## src/include/kbd_settings.svh

```systemverilog
`ifndef KBD_SETTINGS_SVH
`define KBD_SETTINGS_SVH

// ------------------------------------------------------------
// Queue and receiver sizing
// ------------------------------------------------------------
`define KBD_FIFO_DEPTH 8
`define KBD_SYNC_STAGES 3

// ------------------------------------------------------------
// Scan code set 2 prefixes
// ------------------------------------------------------------
`define KBD_BREAK_CODE 8'hF0
`define KBD_EXT_CODE 8'hE0

`endif

```

## src/rtl/kbd_pkg.sv

```systemverilog
`default_nettype none

package kbd_pkg;

    // ------------------------------------------------------------
    // Receiver output
    // ------------------------------------------------------------
    typedef struct packed {
        logic [7:0] data;   // Data byte, LSB first on the wire.
        logic       err;    // Start, parity or stop bit was wrong.
    } ps2_frame_t;

    // ------------------------------------------------------------
    // Queued key
    // ------------------------------------------------------------
    typedef struct packed {
        logic       ext;    // Code came after an E0 prefix.
        logic [7:0] code;   // Make code.
    } key_entry_t;

    // Active low, segment a in the MSB down to g in the LSB.
    typedef logic [6:0] seg_t;

endpackage

`default_nettype wire

```

## src/rtl/kbd_top.sv

```systemverilog
`default_nettype none
`timescale 1ns/1ps

`include "kbd_settings.svh"

module kbd_top
    import kbd_pkg::*;
(
    input  logic             clk,
    input  logic             rst,
    input  logic             ps2_clk,
    input  logic             ps2_data,
    input  logic             next_key,
    output key_entry_t       head,
    output logic             key_ready,
    output logic             overflow,
    output logic             frame_error,
    output seg_t       [5:0] seg
);

    ps2_frame_t frame;
    logic       frame_valid;
    key_entry_t push_entry;
    logic       push;
    logic [7:0] press_count;
    logic [$clog2(`KBD_FIFO_DEPTH+1)-1:0] level;

    // ------------------------------------------------------------
    // Receive path
    // ------------------------------------------------------------
    ps2_frame_rx rx0 (
        .clk         (clk),
        .rst         (rst),
        .ps2_clk     (ps2_clk),
        .ps2_data    (ps2_data),
        .frame       (frame),
        .frame_valid (frame_valid)
    );

    key_event_ctrl ctrl0 (
        .clk         (clk),
        .rst         (rst),
        .frame       (frame),
        .frame_valid (frame_valid),
        .push_entry  (push_entry),
        .push        (push),
        .press_count (press_count),
        .frame_error (frame_error)
    );

    // ------------------------------------------------------------
    // Queue and display
    // ------------------------------------------------------------
    scan_fifo #(
        .item_t (key_entry_t),
        .DEPTH  (`KBD_FIFO_DEPTH)
    ) fifo0 (
        .clk       (clk),
        .rst       (rst),
        .push      (push),
        .push_data (push_entry),
        .pop       (next_key),
        .head      (head),
        .not_empty (key_ready),
        .level     (level),
        .overflow  (overflow)
    );

    seg_display disp0 (
        .head        (head),
        .not_empty   (key_ready),
        .press_count (press_count),
        .level       (level),
        .seg         (seg)
    );

endmodule

`default_nettype wire

```

## src/rtl/key_event_ctrl.sv

```systemverilog
`default_nettype none
`timescale 1ns/1ps

`include "kbd_settings.svh"

module key_event_ctrl
    import kbd_pkg::*;
(
    input  logic       clk,
    input  logic       rst,
    input  ps2_frame_t frame,
    input  logic       frame_valid,
    output key_entry_t push_entry,
    output logic       push,
    output logic [7:0] press_count,
    output logic       frame_error
);

    logic       brk_pend;
    logic       ext_pend;
    logic       held_valid;
    key_entry_t held;
    key_entry_t rx_entry;
    logic       held_match;
    logic       is_prefix;

    // Code as it would be queued, with the pending extended flag.
    assign rx_entry.ext  = ext_pend;
    assign rx_entry.code = frame.data;

    assign held_match = held_valid && (held == rx_entry);

    assign is_prefix = (frame.data == `KBD_EXT_CODE) || (frame.data == `KBD_BREAK_CODE);

    // ------------------------------------------------------------
    // Prefix decode, push and press counting
    // ------------------------------------------------------------
    always_ff @(posedge clk) begin
        if (rst) begin
            brk_pend    <= 1'b0;
            ext_pend    <= 1'b0;
            held_valid  <= 1'b0;
            push        <= 1'b0;
            press_count <= '0;
            frame_error <= 1'b0;
        end else begin
            push <= 1'b0;
            if (frame_valid) begin
                if (frame.err) begin
                    frame_error <= 1'b1;           // Sticky.
                end else if (frame.data == `KBD_EXT_CODE) begin
                    ext_pend <= 1'b1;
                end else if (frame.data == `KBD_BREAK_CODE) begin
                    brk_pend <= 1'b1;
                end else if (brk_pend) begin
                    // Release of a key, never queued
                    brk_pend <= 1'b0;
                    ext_pend <= 1'b0;
                    if (held_match) begin
                        held_valid <= 1'b0;
                    end
                end else begin
                    push     <= 1'b1;
                    brk_pend <= 1'b0;
                    ext_pend <= 1'b0;
                    if (!held_match) begin
                        press_count <= press_count + 8'd1;   // Wraps at 256.
                        held_valid  <= 1'b1;
                    end
                end
            end
        end
    end

    // Payload registers, read only together with push or held_valid.
    always_ff @(posedge clk) begin
        if (frame_valid && !frame.err) begin
            push_entry <= rx_entry;
            if (!is_prefix && !brk_pend && !held_match) begin
                held <= rx_entry;                  // New make code only.
            end
        end
    end

    a_push_after_frame: assert property (
        @(posedge clk) disable iff (rst) push |-> $past(frame_valid)
    );

endmodule

`default_nettype wire

```

## src/rtl/ps2_frame_rx.sv

```systemverilog
`default_nettype none
`timescale 1ns/1ps

`include "kbd_settings.svh"

module ps2_frame_rx
    import kbd_pkg::*;
(
    input  logic       clk,
    input  logic       rst,
    input  logic       ps2_clk,
    input  logic       ps2_data,
    output ps2_frame_t frame,
    output logic       frame_valid
);

    localparam int SYNC = `KBD_SYNC_STAGES;

    logic [SYNC-1:0] clk_sync;
    logic            clk_fall;
    logic [10:0]     shift;
    logic [10:0]     bits_next;
    logic [3:0]      bit_cnt;
    logic            frame_ok;

    // ------------------------------------------------------------
    // PS/2 clock synchronizer and falling edge detect
    // ------------------------------------------------------------
    always_ff @(posedge clk) begin
        if (rst) begin
            clk_sync <= '1;                        // Line idles high.
        end else begin
            clk_sync <= {clk_sync[SYNC-2:0], ps2_clk};
        end
    end

    assign clk_fall = clk_sync[SYNC-1] & ~clk_sync[SYNC-2];

    // Bits arrive LSB first, so shift in from the top.
    assign bits_next = {ps2_data, shift[10:1]};

    // start = 0, stop = 1, odd parity over data and parity bit
    assign frame_ok = ~bits_next[0] & bits_next[10] & (^bits_next[9:1]);

    // ------------------------------------------------------------
    // Bit counter and frame assembly
    // ------------------------------------------------------------
    always_ff @(posedge clk) begin
        if (rst) begin
            bit_cnt     <= '0;
            frame_valid <= 1'b0;
        end else begin
            frame_valid <= 1'b0;
            if (clk_fall) begin
                if (bit_cnt == 4'd10) begin
                    bit_cnt     <= '0;                 // Stop bit, restart.
                    frame_valid <= 1'b1;
                end else begin
                    bit_cnt <= bit_cnt + 4'd1;
                end
            end
        end
    end

    always_ff @(posedge clk) begin
        if (clk_fall) begin
            shift <= bits_next;
            if (bit_cnt == 4'd10) begin
                frame.data <= bits_next[8:1];
                frame.err  <= ~frame_ok;
            end
        end
    end

    a_valid_single: assert property (
        @(posedge clk) disable iff (rst) frame_valid |=> !frame_valid
    );

endmodule

`default_nettype wire

```

## src/rtl/scan_fifo.sv

```systemverilog
`default_nettype none
`timescale 1ns/1ps

`include "kbd_settings.svh"

module scan_fifo #(
    parameter type item_t = logic [7:0],
    parameter int  DEPTH  = `KBD_FIFO_DEPTH
) (
    input  logic                       clk,
    input  logic                       rst,
    input  logic                       push,
    input  item_t                      push_data,
    input  logic                       pop,
    output item_t                      head,
    output logic                       not_empty,
    output logic [$clog2(DEPTH+1)-1:0] level,
    output logic                       overflow
);

    localparam int AW = $clog2(DEPTH);

    item_t       mem [DEPTH];
    logic [AW:0] wr_ptr;
    logic [AW:0] rd_ptr;
    logic        empty;
    logic        full;
    logic        do_push;
    logic        do_pop;

    // ------------------------------------------------------------
    // Pointer status
    // ------------------------------------------------------------
    assign empty = (wr_ptr == rd_ptr);
    assign full  = (wr_ptr[AW] != rd_ptr[AW]) &&
                   (wr_ptr[AW-1:0] == rd_ptr[AW-1:0]);

    assign do_pop  = pop & ~empty;             // Pop on empty is ignored.
    assign do_push = push & (~full | do_pop);

    assign not_empty = ~empty;
    assign level     = wr_ptr - rd_ptr;
    assign head      = mem[rd_ptr[AW-1:0]];

    // ------------------------------------------------------------
    // Pointers and overflow
    // ------------------------------------------------------------
    always_ff @(posedge clk) begin
        if (rst) begin
            wr_ptr   <= '0;
            rd_ptr   <= '0;
            overflow <= 1'b0;
        end else begin
            if (do_push) begin
                wr_ptr <= wr_ptr + 1'b1;
            end
            if (do_pop) begin
                rd_ptr <= rd_ptr + 1'b1;
            end
            if (push && !do_push) begin
                overflow <= 1'b1;                  // Entry dropped.
            end
        end
    end

    always_ff @(posedge clk) begin
        if (do_push) begin
            mem[wr_ptr[AW-1:0]] <= push_data;
        end
    end

    a_level_bound: assert property (
        @(posedge clk) disable iff (rst) level <= DEPTH
    );

endmodule

`default_nettype wire

```

## src/rtl/seg_display.sv

```systemverilog
`default_nettype none
`timescale 1ns/1ps

module seg_display
    import kbd_pkg::*;
(
    input  key_entry_t       head,
    input  logic             not_empty,
    input  logic [7:0]       press_count,
    input  logic [3:0]       level,
    output seg_t       [5:0] seg
);

    localparam seg_t SEG_BLANK = 7'b1111111;

    logic [3:0] ones;
    logic [3:0] tens;
    logic [3:0] hundreds;

    // ------------------------------------------------------------
    // Hex glyphs, segments a..g, active low
    // ------------------------------------------------------------
    function automatic seg_t hex_glyph(input logic [3:0] d);
        case (d)
            4'h0:    return 7'b0000001;
            4'h1:    return 7'b1001111;
            4'h2:    return 7'b0010010;
            4'h3:    return 7'b0000110;
            4'h4:    return 7'b1001100;
            4'h5:    return 7'b0100100;
            4'h6:    return 7'b0100000;
            4'h7:    return 7'b0001111;
            4'h8:    return 7'b0000000;
            4'h9:    return 7'b0000100;
            4'hA:    return 7'b0001000;
            4'hB:    return 7'b1100000;    // Lower case b.
            4'hC:    return 7'b0110001;
            4'hD:    return 7'b1000010;    // Lower case d.
            4'hE:    return 7'b0110000;
            default: return 7'b0111000;    // F.
        endcase
    endfunction

    // Decimal split of the press count
    assign ones     = 4'(press_count % 8'd10);
    assign tens     = 4'((press_count / 8'd10) % 8'd10);
    assign hundreds = 4'(press_count / 8'd100);

    // ------------------------------------------------------------
    // Digit select
    // ------------------------------------------------------------
    always_comb begin
        if (not_empty) begin
            seg[0] = hex_glyph(head.code[3:0]);
            seg[1] = hex_glyph(head.code[7:4]);
        end else begin
            seg[0] = SEG_BLANK;
            seg[1] = SEG_BLANK;
        end

        seg[2] = hex_glyph(ones);                  // Units always lit.

        if (hundreds == 4'd0 && tens == 4'd0) begin
            seg[3] = SEG_BLANK;
        end else begin
            seg[3] = hex_glyph(tens);
        end

        if (hundreds == 4'd0) begin
            seg[4] = SEG_BLANK;
        end else begin
            seg[4] = hex_glyph(hundreds);
        end

        seg[5] = hex_glyph(level);
    end

endmodule

`default_nettype wire

```

## config.mk

```make
export PLATFORM = sky130hd
export DESIGN_NAME = kbd_top
export DESIGN_NICKNAME = d
export VERILOG_FILES = /design/src/rtl/kbd_pkg.sv /design/src/rtl/kbd_top.sv /design/src/rtl/key_event_ctrl.sv /design/src/rtl/ps2_frame_rx.sv /design/src/rtl/scan_fifo.sv /design/src/rtl/seg_display.sv
export VERILOG_INCLUDE_DIRS = /design/src /design/src/include
export SDC_FILE = /design/constraint.sdc
export NUM_CORES = 1
export LEC_CHECK = 0
export BUFFER_PORTS_ARGS = -buffer_cell sky130_fd_sc_hd__clkbuf_2
export CAP_MARGIN = 30
export CORE_ASPECT_RATIO = 0.9
export CORE_MARGIN = 4
export CORE_UTILIZATION = 45
export CTS_BUF_LIST = sky130_fd_sc_hd__clkbuf_4
export CTS_CLUSTER_SIZE = 20
export DETAILED_ROUTE_END_ITERATION = 7
export SYNTH_ARGS = -nofsm -noshare
export SYNTH_HDL_FRONTEND = slang
export SYNTH_SLANG_ARGS = --single-unit
```

## constraint.sdc

```tcl
create_clock -name clk -period 15.3 [get_ports clk]
set_clock_uncertainty 0.2 [all_clocks]
set_input_delay 0.765 -clock clk [delete_from_list [all_inputs] [get_ports clk]]
set_output_delay 0.765 -clock clk [all_outputs]
set_load 0.02 [all_outputs]
```

==> results of run 1 <==
## per-layer routing
metal	vias up	track usage, %	part of all wire (%)
met5	-	0	0
met4	0	3.29	0.46
met3	6	3.60	5.1
met2	137	26.6	48
met1	2625	22.5	46
li1	2623	-	-
## power groups by stage
stage	Sequential (mW)	Clock [mW]	Combinational, mW
2_1_floorplan	0.420	0	0.00447
4_1_cts	0.412	0.227	0.00538
3_5_place_dp	0.420	0	0.00538
5_1_grt	0.412	0.245	0.00606
6_report	0.412	0.218	0.00532
3_3_place_gp	0.420	0	0.00522
## final cells by class
type,instances,area [um^2],area share [%]
Timing Repair Buffer,64,343,4.02
Clock inverter,13,109,1.28
Inverter,40,150,1.76
Multi-Input combinational cell,464,3560,41.7
Clock buffer,19,143,1.67
Tap cell,235,294,3.45
Sequential cell,142,3930,46.1
## sequential cells by signal (all words and copies together) (netlist names), 3 cells and up, named ones only
| register | flops |
|---|---|
| fifo0.mem | 72 |
| rx0.shift | 10 |
| ctrl0.held | 9 |
| ctrl0.push_entry | 9 |
| rx0.frame | 9 |
| ctrl0.press_count | 8 |
| fifo0.rd_ptr | 4 |
| fifo0.wr_ptr | 4 |
| rx0.bit_cnt | 4 |
| rx0.clk_sync | 3 |
## logic make-up after synthesis
family	after synthesis
DFF	142
adders and majority gates	44
other	1
buffers and inverters	71
AOI/OAI and AO/OA	150
muxes	39
and+or+nand+nor	193
xor gates and xnor gates	37
## worst paths after layout
| check | cells past startpoint | to |
|---|---|---|
| worst max-delay path | 20 | seg[25] |
| worst min-delay path | 1 | rx0.clk_sync[1] |
| worst max register to register | 9 | ctrl0.press_count[7] |
| worst min register to register | 1 | rx0.clk_sync[1] |
## cell usage in the layout, fill, tap and decap left out, types with 13 or more instances in the layout
| cell | instances |
|---|---|
| a21oi_1 | 29 |
| inv_1 | 39 |
| nand2_1 | 50 |
| mux4_2 | 19 |
| o21ai_0 | 27 |
| clkbuf_4 | 19 |
| nand3_1 | 20 |
| mux2i_1 | 13 |
| dfxtp_1 | 33 |
| edfxtp_1 | 109 |
| ha_1 | 43 |
| nor2_1 | 54 |
| xnor2_1 | 24 |
| xor2_1 | 13 |
| clkbuf_2 | 57 |
## critical path: stages, from the launching register on
cell and delay [ns]:
dfxtp_1 0.62, inv_1 0.23, ha_1 0.27, nand2b_1 0.21, a21o_1 0.19, a21oi_2 0.52
o21ai_2 0.25, ha_1 0.27, and2_1 0.15, and3b_1 0.17, and4_4 0.19, a21o_4 0.24
a211oi_2 0.31, xnor2_1 0.26, inv_1 0.08, ha_1 0.22, and2_1 0.21, nand3_2 0.11
o41ai_1 0.08, or3_1 0.40, clkbuf_2 0.17
## per-stage QoR
stage	setup WS, ns	power, mW
final	8.65	0.635
after global routing	8.10	0.663
after CTS	8.61	0.644
after detailed placement	9.24	0.426
after global placement	9.41	0.425
after floorplan	9.71	0.424
==> impl_metrics.env, run 1 <==
export IMPL_tightestPinTransition_ns=0.991
export IMPL_synth_simple_area_share_pct=12.1
export IMPL_vias=5391
export IMPL_grt_pass1_vias=5208
export IMPL_die_area_um2=19500
export IMPL_dr_pass1_iters=5
export IMPL_fmax_mhz=150
export IMPL_grt_pass1_wl_um=26200
export IMPL_min_from="rx0.clk_sync[0]"
export IMPL_hold_slack_ns=0.223
export IMPL_p_leak_nw=3.04
export IMPL_fill_cells=1490
export IMPL_cts_setup_buffers=0
export IMPL_yosys_most_used_dff="edfxtp_1"
export IMPL_areaGrowthSynthToFinish_pct=9.42
export IMPL_r2r_setup_slack_ns=11.62
export IMPL_routed_via_density=5.52
export IMPL_p_switching_mw=0.137
export IMPL_power_clock_fraction_pct=34.4
export IMPL_critical_path_class="flip-flop to output port"
export IMPL_synth_compound_area_share_pct=13.7
export IMPL_ys_types=77
export IMPL_fin_util_pct=50.3
export IMPL_ys_warn_count=0
export IMPL_rsz0062_at_grt="false"
export IMPL_synth_top_family_by_area="compound AO/OA/AOI/OAI gates"
export IMPL_synth_edf_count=109
export IMPL_ant_nets=0
export IMPL_die_x_um=147
export IMPL_detailed_place_hpwl_um=11300
export IMPL_crit_arrival_ns=5.68
export IMPL_synth_seq_area_share_pct=50.5
export IMPL_synth_seq_cells=142
export IMPL_netlist_top_cell_by_area="edfxtp_1"
export IMPL_synthXorXnorAreaFrac_pct=4.16
export IMPL_syn_inst=677
export IMPL_placedCellCount=943
export IMPL_drv_cap=0
export IMPL_cts_root_buffer="clkbuf_4"
export IMPL_cts_tree="done"
export IMPL_synth_area_leaders="edfxtp_1 (42%), dfxtp_1 (8.5%), ha_1 (6.9%), mux4_2 (5.5%), xnor2_1 (2.7%)"
export IMPL_p_per_area_nw_per_um2=74.5
export IMPL_cp_end_kind="output port"
export IMPL_path_clk_slew_ns=0.13
export IMPL_fin_nets=778
export IMPL_die_h_um=133
export IMPL_post_synth_top_count_cell="edfxtp_1"
export IMPL_maxSlewHeadroom_pct=33.8
export IMPL_layout_cells_non_filler=977
export IMPL_wirelength_um=15600
export IMPL_hold_buffers=0
export IMPL_cts_htree_levels=4
export IMPL_outcome="finished clean"
export IMPL_clock_sinks=142
export IMPL_min_path_type="flip-flop to flip-flop"
export IMPL_clkLatencyLatePin_ns=0.51
export IMPL_grt_ovfl_total=0
export IMPL_grt_max_degree=32
export IMPL_crit_start="ctrl0.press_count[3]"
export IMPL_gp_routability_congestion=0.934
export IMPL_drive_above_1_share_pct=19.5
export IMPL_finalMaxSlewViolations=0
export IMPL_syn_cell_area_um2=7790
export IMPL_yosys_area_share_adder_pct=7.16
export IMPL_final_hold_violation_count=0
export IMPL_internal_power_mw=0.499
export IMPL_synth_fp_nets=726
export IMPL_yosys_top_cells_count="edfxtp_1 (109), nor2_1 (54), nand2_1 (50)"
export IMPL_regToRegStartpoint="rx0.frame[0]"
export IMPL_start_util_pct=46.0
export IMPL_crit_path_start_kind="flip-flop"
export IMPL_switching_share_pct=21.5
export IMPL_first_iter_violations=587
export IMPL_cts_resized=0
export IMPL_final_setup_viol_count=0
export IMPL_numCtsBuffers=17
export IMPL_io_pins=59
export IMPL_routedWlPerCell_um=15.9
export IMPL_required_ns=14.34
export IMPL_pwr_share_seq_pct=64.8
export IMPL_cp_max_fo=15
export IMPL_dpl_instance_area_um2=8260
export IMPL_peakVddDrop_v=0.0000678
export IMPL_synth_mux_area_share_pct=8.35
export IMPL_grt_antenna_before_repair=0
export IMPL_cts_buffer_depth=2
export IMPL_row_count=45
export IMPL_fin_crit_sh_pct=43.5
export IMPL_drc=0
export IMPL_period_minus_slack_ns=6.65
export IMPL_p_comb_share_pct=0.8
export IMPL_diodes=0
export IMPL_io_buffers=57
export IMPL_stdcell_area_um2=8530
export IMPL_tns_ns=0
export IMPL_yosys_area_top_type_share_pct=42.0
export IMPL_grt_usage_pct=16.3
export IMPL_core_um2=16900
export IMPL_syn_avg_cell_area_um2=11.5
export IMPL_async_flop_share_pct=0
(Power assumes the default switching activity.)
==> inputs of run 2 (changes only) <==
--- a/config.mk
+++ b/config.mk
@@ -6,6 +6,7 @@
 export SDC_FILE = /design/constraint.sdc
 export NUM_CORES = 1
 export LEC_CHECK = 0
+export ABC_AREA = 1
 export BUFFER_PORTS_ARGS = -buffer_cell sky130_fd_sc_hd__clkbuf_2
 export CAP_MARGIN = 30
 export CORE_ASPECT_RATIO = 0.9
==> constraint.sdc (replaced) <==
create_clock -name clk -period 6.1 [get_ports clk]
set_clock_uncertainty 0.2 [all_clocks]
set_input_delay 0.305 -clock clk [delete_from_list [all_inputs] [get_ports clk]]
set_output_delay 0.305 -clock clk [all_outputs]
set_load 0.02 [all_outputs]
==> impl_metrics.env, run 2 <==
export IMPL_netlist_top_cell_by_area="edfxtp_1"
export IMPL_tns_ns=0
export IMPL_fin_nets=940
export IMPL_final_hold_violation_count=0
export IMPL_pwr_share_seq_pct=55.7
export IMPL_crit_arrival_ns=4.91
export IMPL_drv_cap=0
export IMPL_areaGrowthSynthToFinish_pct=12.2
export IMPL_io_buffers=57
export IMPL_die_area_um2=19300
export IMPL_p_switching_mw=0.505
export IMPL_synth_edf_count=109
export IMPL_cts_root_buffer="clkbuf_4"
export IMPL_largest_register_ffs=72
export IMPL_finalMaxSlewViolations=0
export IMPL_cts_tree="done"
export IMPL_gp_routability_congestion=0.828
export IMPL_routed_via_density=5.14
export IMPL_min_from="rx0.clk_sync[0]"
export IMPL_peakVddDrop_v=0.000151
export IMPL_fmax_mhz=185
export IMPL_maxSlewHeadroom_pct=32.0
export IMPL_fin_util_pct=51.3
export IMPL_ys_warn_count=0
export IMPL_clkLatencyLatePin_ns=0.53
export IMPL_power_clock_fraction_pct=32.4
export IMPL_fin_crit_sh_pct=88.7
export IMPL_fill_cells=1540
export IMPL_clock_sinks=142
export IMPL_routedWlPerCell_um=13.9
export IMPL_internal_power_mw=1.35
export IMPL_synth_seq_cells=142
export IMPL_post_synth_top_count_cell="edfxtp_1"
export IMPL_grt_usage_pct=16.5
export IMPL_grt_ovfl_total=0
export IMPL_ys_types=51
export IMPL_drc=0
export IMPL_switching_share_pct=27.2
export IMPL_multiInputGateArea_um2=3260
export IMPL_outcome="finished clean"
export IMPL_min_path_type="flip-flop to flip-flop"
export IMPL_yosys_top_cells_count="edfxtp_1 (109), nand2_1 (105), nor2_1 (104)"
export IMPL_holdPathStages=1
export IMPL_yosys_area_top_type_share_pct=42.6
export IMPL_cp_max_fo=11
export IMPL_cts_buffer_depth=2
export IMPL_final_setup_viol_count=0
export IMPL_numCtsBuffers=17
export IMPL_path_clk_slew_ns=0.13
export IMPL_diodes=0
export IMPL_path_common_cell="nand2_1"
export IMPL_cp_slowest_cell="dfxtp_1"
export IMPL_synth_fp_nets=864
export IMPL_syn_avg_cell_area_um2=9.44
export IMPL_crit_path_start_kind="flip-flop"
export IMPL_most_common_layout_cells="edfxtp_1 (109), nand2_1 (105), nor2_1 (104), inv_1 (95), o21ai_0 (58)"
export IMPL_p_per_area_nw_per_um2=215
export IMPL_synth_seq_area_share_pct=51.1
export IMPL_wirelength_um=15500
export IMPL_layout_commonest_cell="edfxtp_1"
export IMPL_layout_setup_ws_ns=0.688
export IMPL_grt_max_degree=38
export IMPL_required_ns=5.59
export IMPL_syn_cell_area_um2=7690
export IMPL_ant_nets=0
export IMPL_dp_slack_ns=1.19
export IMPL_start_util_pct=45.7
export IMPL_period_minus_slack_ns=5.41
export IMPL_synth_area_leaders="edfxtp_1 (43%), dfxtp_1 (8.6%), ha_1 (7.0%), nand2_1 (5.1%), nor2_1 (5.1%)"
export IMPL_async_flop_share_pct=0
export IMPL_first_iter_violations=469
export IMPL_grt_pass1_wl_um=26100
export IMPL_critical_path_class="flip-flop to output port"
export IMPL_crit_start="ctrl0.press_count[3]"
export IMPL_regToRegStartpoint="fifo0.wr_ptr[0]"
export IMPL_cp_end_kind="output port"
export IMPL_die_x_um=146
export IMPL_yosys_most_used_dff="edfxtp_1"
export IMPL_dr_pass1_iters=5
export IMPL_die_h_um=132
export IMPL_vias=5736
export IMPL_io_pins=59
export IMPL_hold_slack_ns=0.224
export IMPL_r2r_cells=11
export IMPL_p_leak_nw=3.61
export IMPL_seq_area_um2=3930
export IMPL_drive_above_1_share_pct=17.8
export IMPL_core_um2=16800
export IMPL_cts_htree_levels=4
export IMPL_tightestPinTransition_ns=1.02
export IMPL_cp_slowest_stage_delay_ns=0.49
export IMPL_cts_setup_buffers=0
export IMPL_detailed_place_hpwl_um=11200
export IMPL_grt_antenna_before_repair=0
export IMPL_row_count=45
export IMPL_grt_pass1_vias=5216
export IMPL_syn_inst=815
export IMPL_rsz0062_at_grt="false"
export IMPL_p_comb_share_pct=11.9
run 2: cell type report:
cell class                 count  share of cell area (%)
multi-input combinational    542                    37.7
clock buffer                  17                    1.48
clock inverter                15                    1.86
timing repair buffer          76                    5.31
sequential                   142                    45.6
inverter                     112                    5.02
tap                          211                    3.06
run 2: final timing paths:
| check | endpoint | slack (ns) |
|---|---|---|
| setup / recovery | seg[25] | 0.69 |
| hold / removal | rx0.clk_sync[1] | 0.22 |
| setup reg to reg | fifo0.mem[5][6] | 2.85 |
| hold reg to reg | rx0.clk_sync[1] | 0.22 |
run 2: worst max-delay path, delay by kind of cell, from the launching register on:
family | cells | cell delay [ns]
adder cells (fa/ha/maj) | 2 | 0.46
AO/OA/AOI/OAI | 2 | 0.27
buffers and inverters | 8 | 0.85
AND/OR/NAND/NOR | 27 | 2.32
flip-flops | 1 | 0.49
run 2: routing by layer:
| layer | wire, um | up-vias | GRT usage [%] |
|---|---|---|---|
| met3 | 670 | 18 | 3.54 |
| met4 | 184 | 0 | 4.75 |
| li1 | - | 2974 | - |
| met2 | 7010 | 140 | 25.2 |
| met1 | 7620 | 2604 | 23.7 |
| met5 | 0 | - | 0 |
run 2: per-stage QoR:
step / instances / total power, mW / cell area [um^2]
after global placement: 1071 / 1.28 / 8220
after detailed placement: 1076 / 1.28 / 8270
after CTS: 1114 / 1.88 / 8620
after global routing: 1115 / 1.96 / 8630
after floorplan: 815 / 1.21 / 7690
final: 1115 / 1.86 / 8630
run 2: cell families after synthesis:
group	Yosys count	share of synthesized area [%]
other cells	1	0.0487
buf+inv	131	6.60
simple gates	319	20.0
compound gates	158	12.6
xor+xnor	15	1.71
flops	142	51.1
fa+ha+maj	44	7.25
mux	5	0.651
run 2: power groups by stage:
stage / clock network [mW] / logic (mW) / registers [mW]
3_5_place_dp: 0 / 0.221 / 1.06
5_1_grt: 0.668 / 0.251 / 1.04
6_report: 0.603 / 0.221 / 1.04
3_3_place_gp: 0 / 0.221 / 1.06
2_1_floorplan: 0 / 0.157 / 1.06
4_1_cts: 0.624 / 0.224 / 1.04
run 2: timing repair:
item	CTS	global route
endpoints found under the setup margin	0	2
hold endpoints to repair	20	0
resized for setup	0	2
hold buffers	6	0
==> inputs of run 3 (changes only) <==
--- a/config.mk
+++ b/config.mk
@@ -7,11 +7,11 @@
 export NUM_CORES = 1
 export LEC_CHECK = 0
 export ABC_AREA = 1
-export BUFFER_PORTS_ARGS = -buffer_cell sky130_fd_sc_hd__clkbuf_2
+export BUFFER_PORTS_ARGS = -buffer_cell sky130_fd_sc_hd__buf_2
 export CAP_MARGIN = 30
 export CORE_ASPECT_RATIO = 0.9
 export CORE_MARGIN = 4
-export CORE_UTILIZATION = 45
+export CORE_UTILIZATION = 28
 export CTS_BUF_LIST = sky130_fd_sc_hd__clkbuf_4
 export CTS_CLUSTER_SIZE = 20
 export DETAILED_ROUTE_END_ITERATION = 7
==> impl_metrics.env, run 3 (synthesis gave the netlist of run 2 again) <==
export IMPL_cp_slowest_cell="dfxtp_1"
export IMPL_crit_arrival_ns=4.93
export IMPL_routedWlPerCell_um=12.4
export IMPL_grt_ovfl_total=0
export IMPL_drive_above_1_share_pct=17.3
export IMPL_grt_max_degree=37
export IMPL_grt_antenna_before_repair=0
export IMPL_min_path_type="flip-flop to flip-flop"
export IMPL_drv_cap=0
export IMPL_row_count=57
export IMPL_fin_nets=933
export IMPL_fmax_mhz=184
export IMPL_detailed_place_hpwl_um=11200
export IMPL_tns_ns=0
export IMPL_clkLatencyLatePin_ns=0.54
export IMPL_die_area_um2=30200
export IMPL_fill_cells=2728
export IMPL_final_setup_viol_count=0
export IMPL_cts_buffer_depth=2
export IMPL_peakVddDrop_v=0.0000905
export IMPL_grt_usage_pct=10.4
export IMPL_most_common_layout_cells="edfxtp_1 (109), nand2_1 (105), nor2_1 (104), inv_1 (95), o21ai_0 (58)"
export IMPL_routed_via_density=4.53
export IMPL_outcome="finished clean"
export IMPL_hold_slack_ns=0.228
export IMPL_cts_root_buffer="clkbuf_4"
export IMPL_period_minus_slack_ns=5.43
export IMPL_layout_commonest_cell="edfxtp_1"
export IMPL_core_um2=27000
export IMPL_p_leak_nw=3.54
export IMPL_drc=0
export IMPL_cp_slowest_stage_delay_ns=0.45
export IMPL_rsz0062_at_grt="false"
export IMPL_finalMaxSlewViolations=0
export IMPL_cts_tree="done"
export IMPL_tightestPinTransition_ns=0.977
export IMPL_grt_pass1_wl_um=25900
export IMPL_io_buffers=57
export IMPL_path_clk_slew_ns=0.14
export IMPL_io_pins=59
export IMPL_diodes=0
export IMPL_grt_pass1_vias=5326
export IMPL_gp_routability_congestion=0.823
export IMPL_vias=5661
export IMPL_critical_path_class="flip-flop to output port"
export IMPL_areaGrowthSynthToFinish_pct=13.4
export IMPL_dr_pass1_iters=5
export IMPL_crit_path_start_kind="flip-flop"
export IMPL_start_util_pct=28.5
export IMPL_cts_htree_levels=4
export IMPL_numCtsBuffers=17
export IMPL_cts_setup_buffers=0
export IMPL_p_per_area_nw_per_um2=206
export IMPL_first_iter_violations=380
export IMPL_fin_crit_sh_pct=89.0
export IMPL_cp_end_kind="output port"
export IMPL_die_x_um=183
export IMPL_clock_sinks=142
export IMPL_path_common_cell="nand2_1"
export IMPL_die_h_um=165
export IMPL_min_from="rx0.clk_sync[0]"
export IMPL_maxSlewHeadroom_pct=34.6
export IMPL_ant_nets=0
export IMPL_largest_register_ffs=72
export IMPL_required_ns=5.59
export IMPL_wirelength_um=15500
export IMPL_cp_max_fo=12
export IMPL_regToRegStartpoint="fifo0.wr_ptr[0]"
export IMPL_final_hold_violation_count=0
export IMPL_crit_start="ctrl0.press_count[4]"
-- run 3: per-layer routing --
| metal | track usage [%] | vias up | share of wire (%) |
|---|---|---|---|
| met5 | 0 | - | 0 |
| met4 | 2.93 | 0 | 1.1 |
| met3 | 2.34 | 15 | 4.2 |
| met2 | 16.4 | 110 | 45 |
| met1 | 14.4 | 2600 | 50 |
| li1 | - | 2936 | - |
-- run 3: final timing paths --
check / slack (ns) / endpoint / cells after the start
setup / recovery: 0.67 / seg[14] / 32
hold / removal: 0.23 / rx0.clk_sync[1] / 1
setup reg to reg: 2.98 / fifo0.mem[5][3] / 11
hold reg to reg: 0.23 / rx0.clk_sync[1] / 1
-- run 3: worst max-delay path: cells and delay by family, from the launching register on --
kind,cells,cell delay (ns)
DFF,1,0.45
adders and majority gates,2,0.53
AOI/OAI and AO/OA,4,0.47
buffers and inverters,7,1.08
and+or+nand+nor,19,1.89
-- run 3: cell type report --
cell class | count | area, um^2 | share of cell area, %
clock inverters | 15 | 130 | 1.49
clock buffers | 17 | 128 | 1.46
flip-flops and latches | 142 | 3930 | 45.1
well taps | 354 | 443 | 5.08
repair buffers | 69 | 402 | 4.61
multi-input cells | 542 | 3260 | 37.3
inverters | 112 | 429 | 4.92
-- run 3: through the flow --
stage,util (%),cell area (um^2),total power [mW],instances,worst slack [ns]
global route,32.3,8720,1.90,1251,0.0186
global placement,30.9,8370,1.27,1210,1.33
finish,32.3,8720,1.80,1251,0.670
CTS,32.2,8700,1.82,1250,0.573
floorplan,-,7690,1.21,815,1.66
detailed placement,31.1,8400,1.27,1213,1.21
-- run 3: repair_timing --
item,in CTS,in global routing
hold buffers,5,0
endpoints found under the hold margin,21,0
gates resized for setup,0,1
setup endpoints to repair,0,1
-- run 3: where the power goes --
group          leakage [nW]  switching, mW  internal [mW]
Clock                 0.146          0.372          0.177
Sequential             1.25        0.00511           1.03
Combinational          2.15          0.144         0.0703
Total                  3.54          0.521           1.28
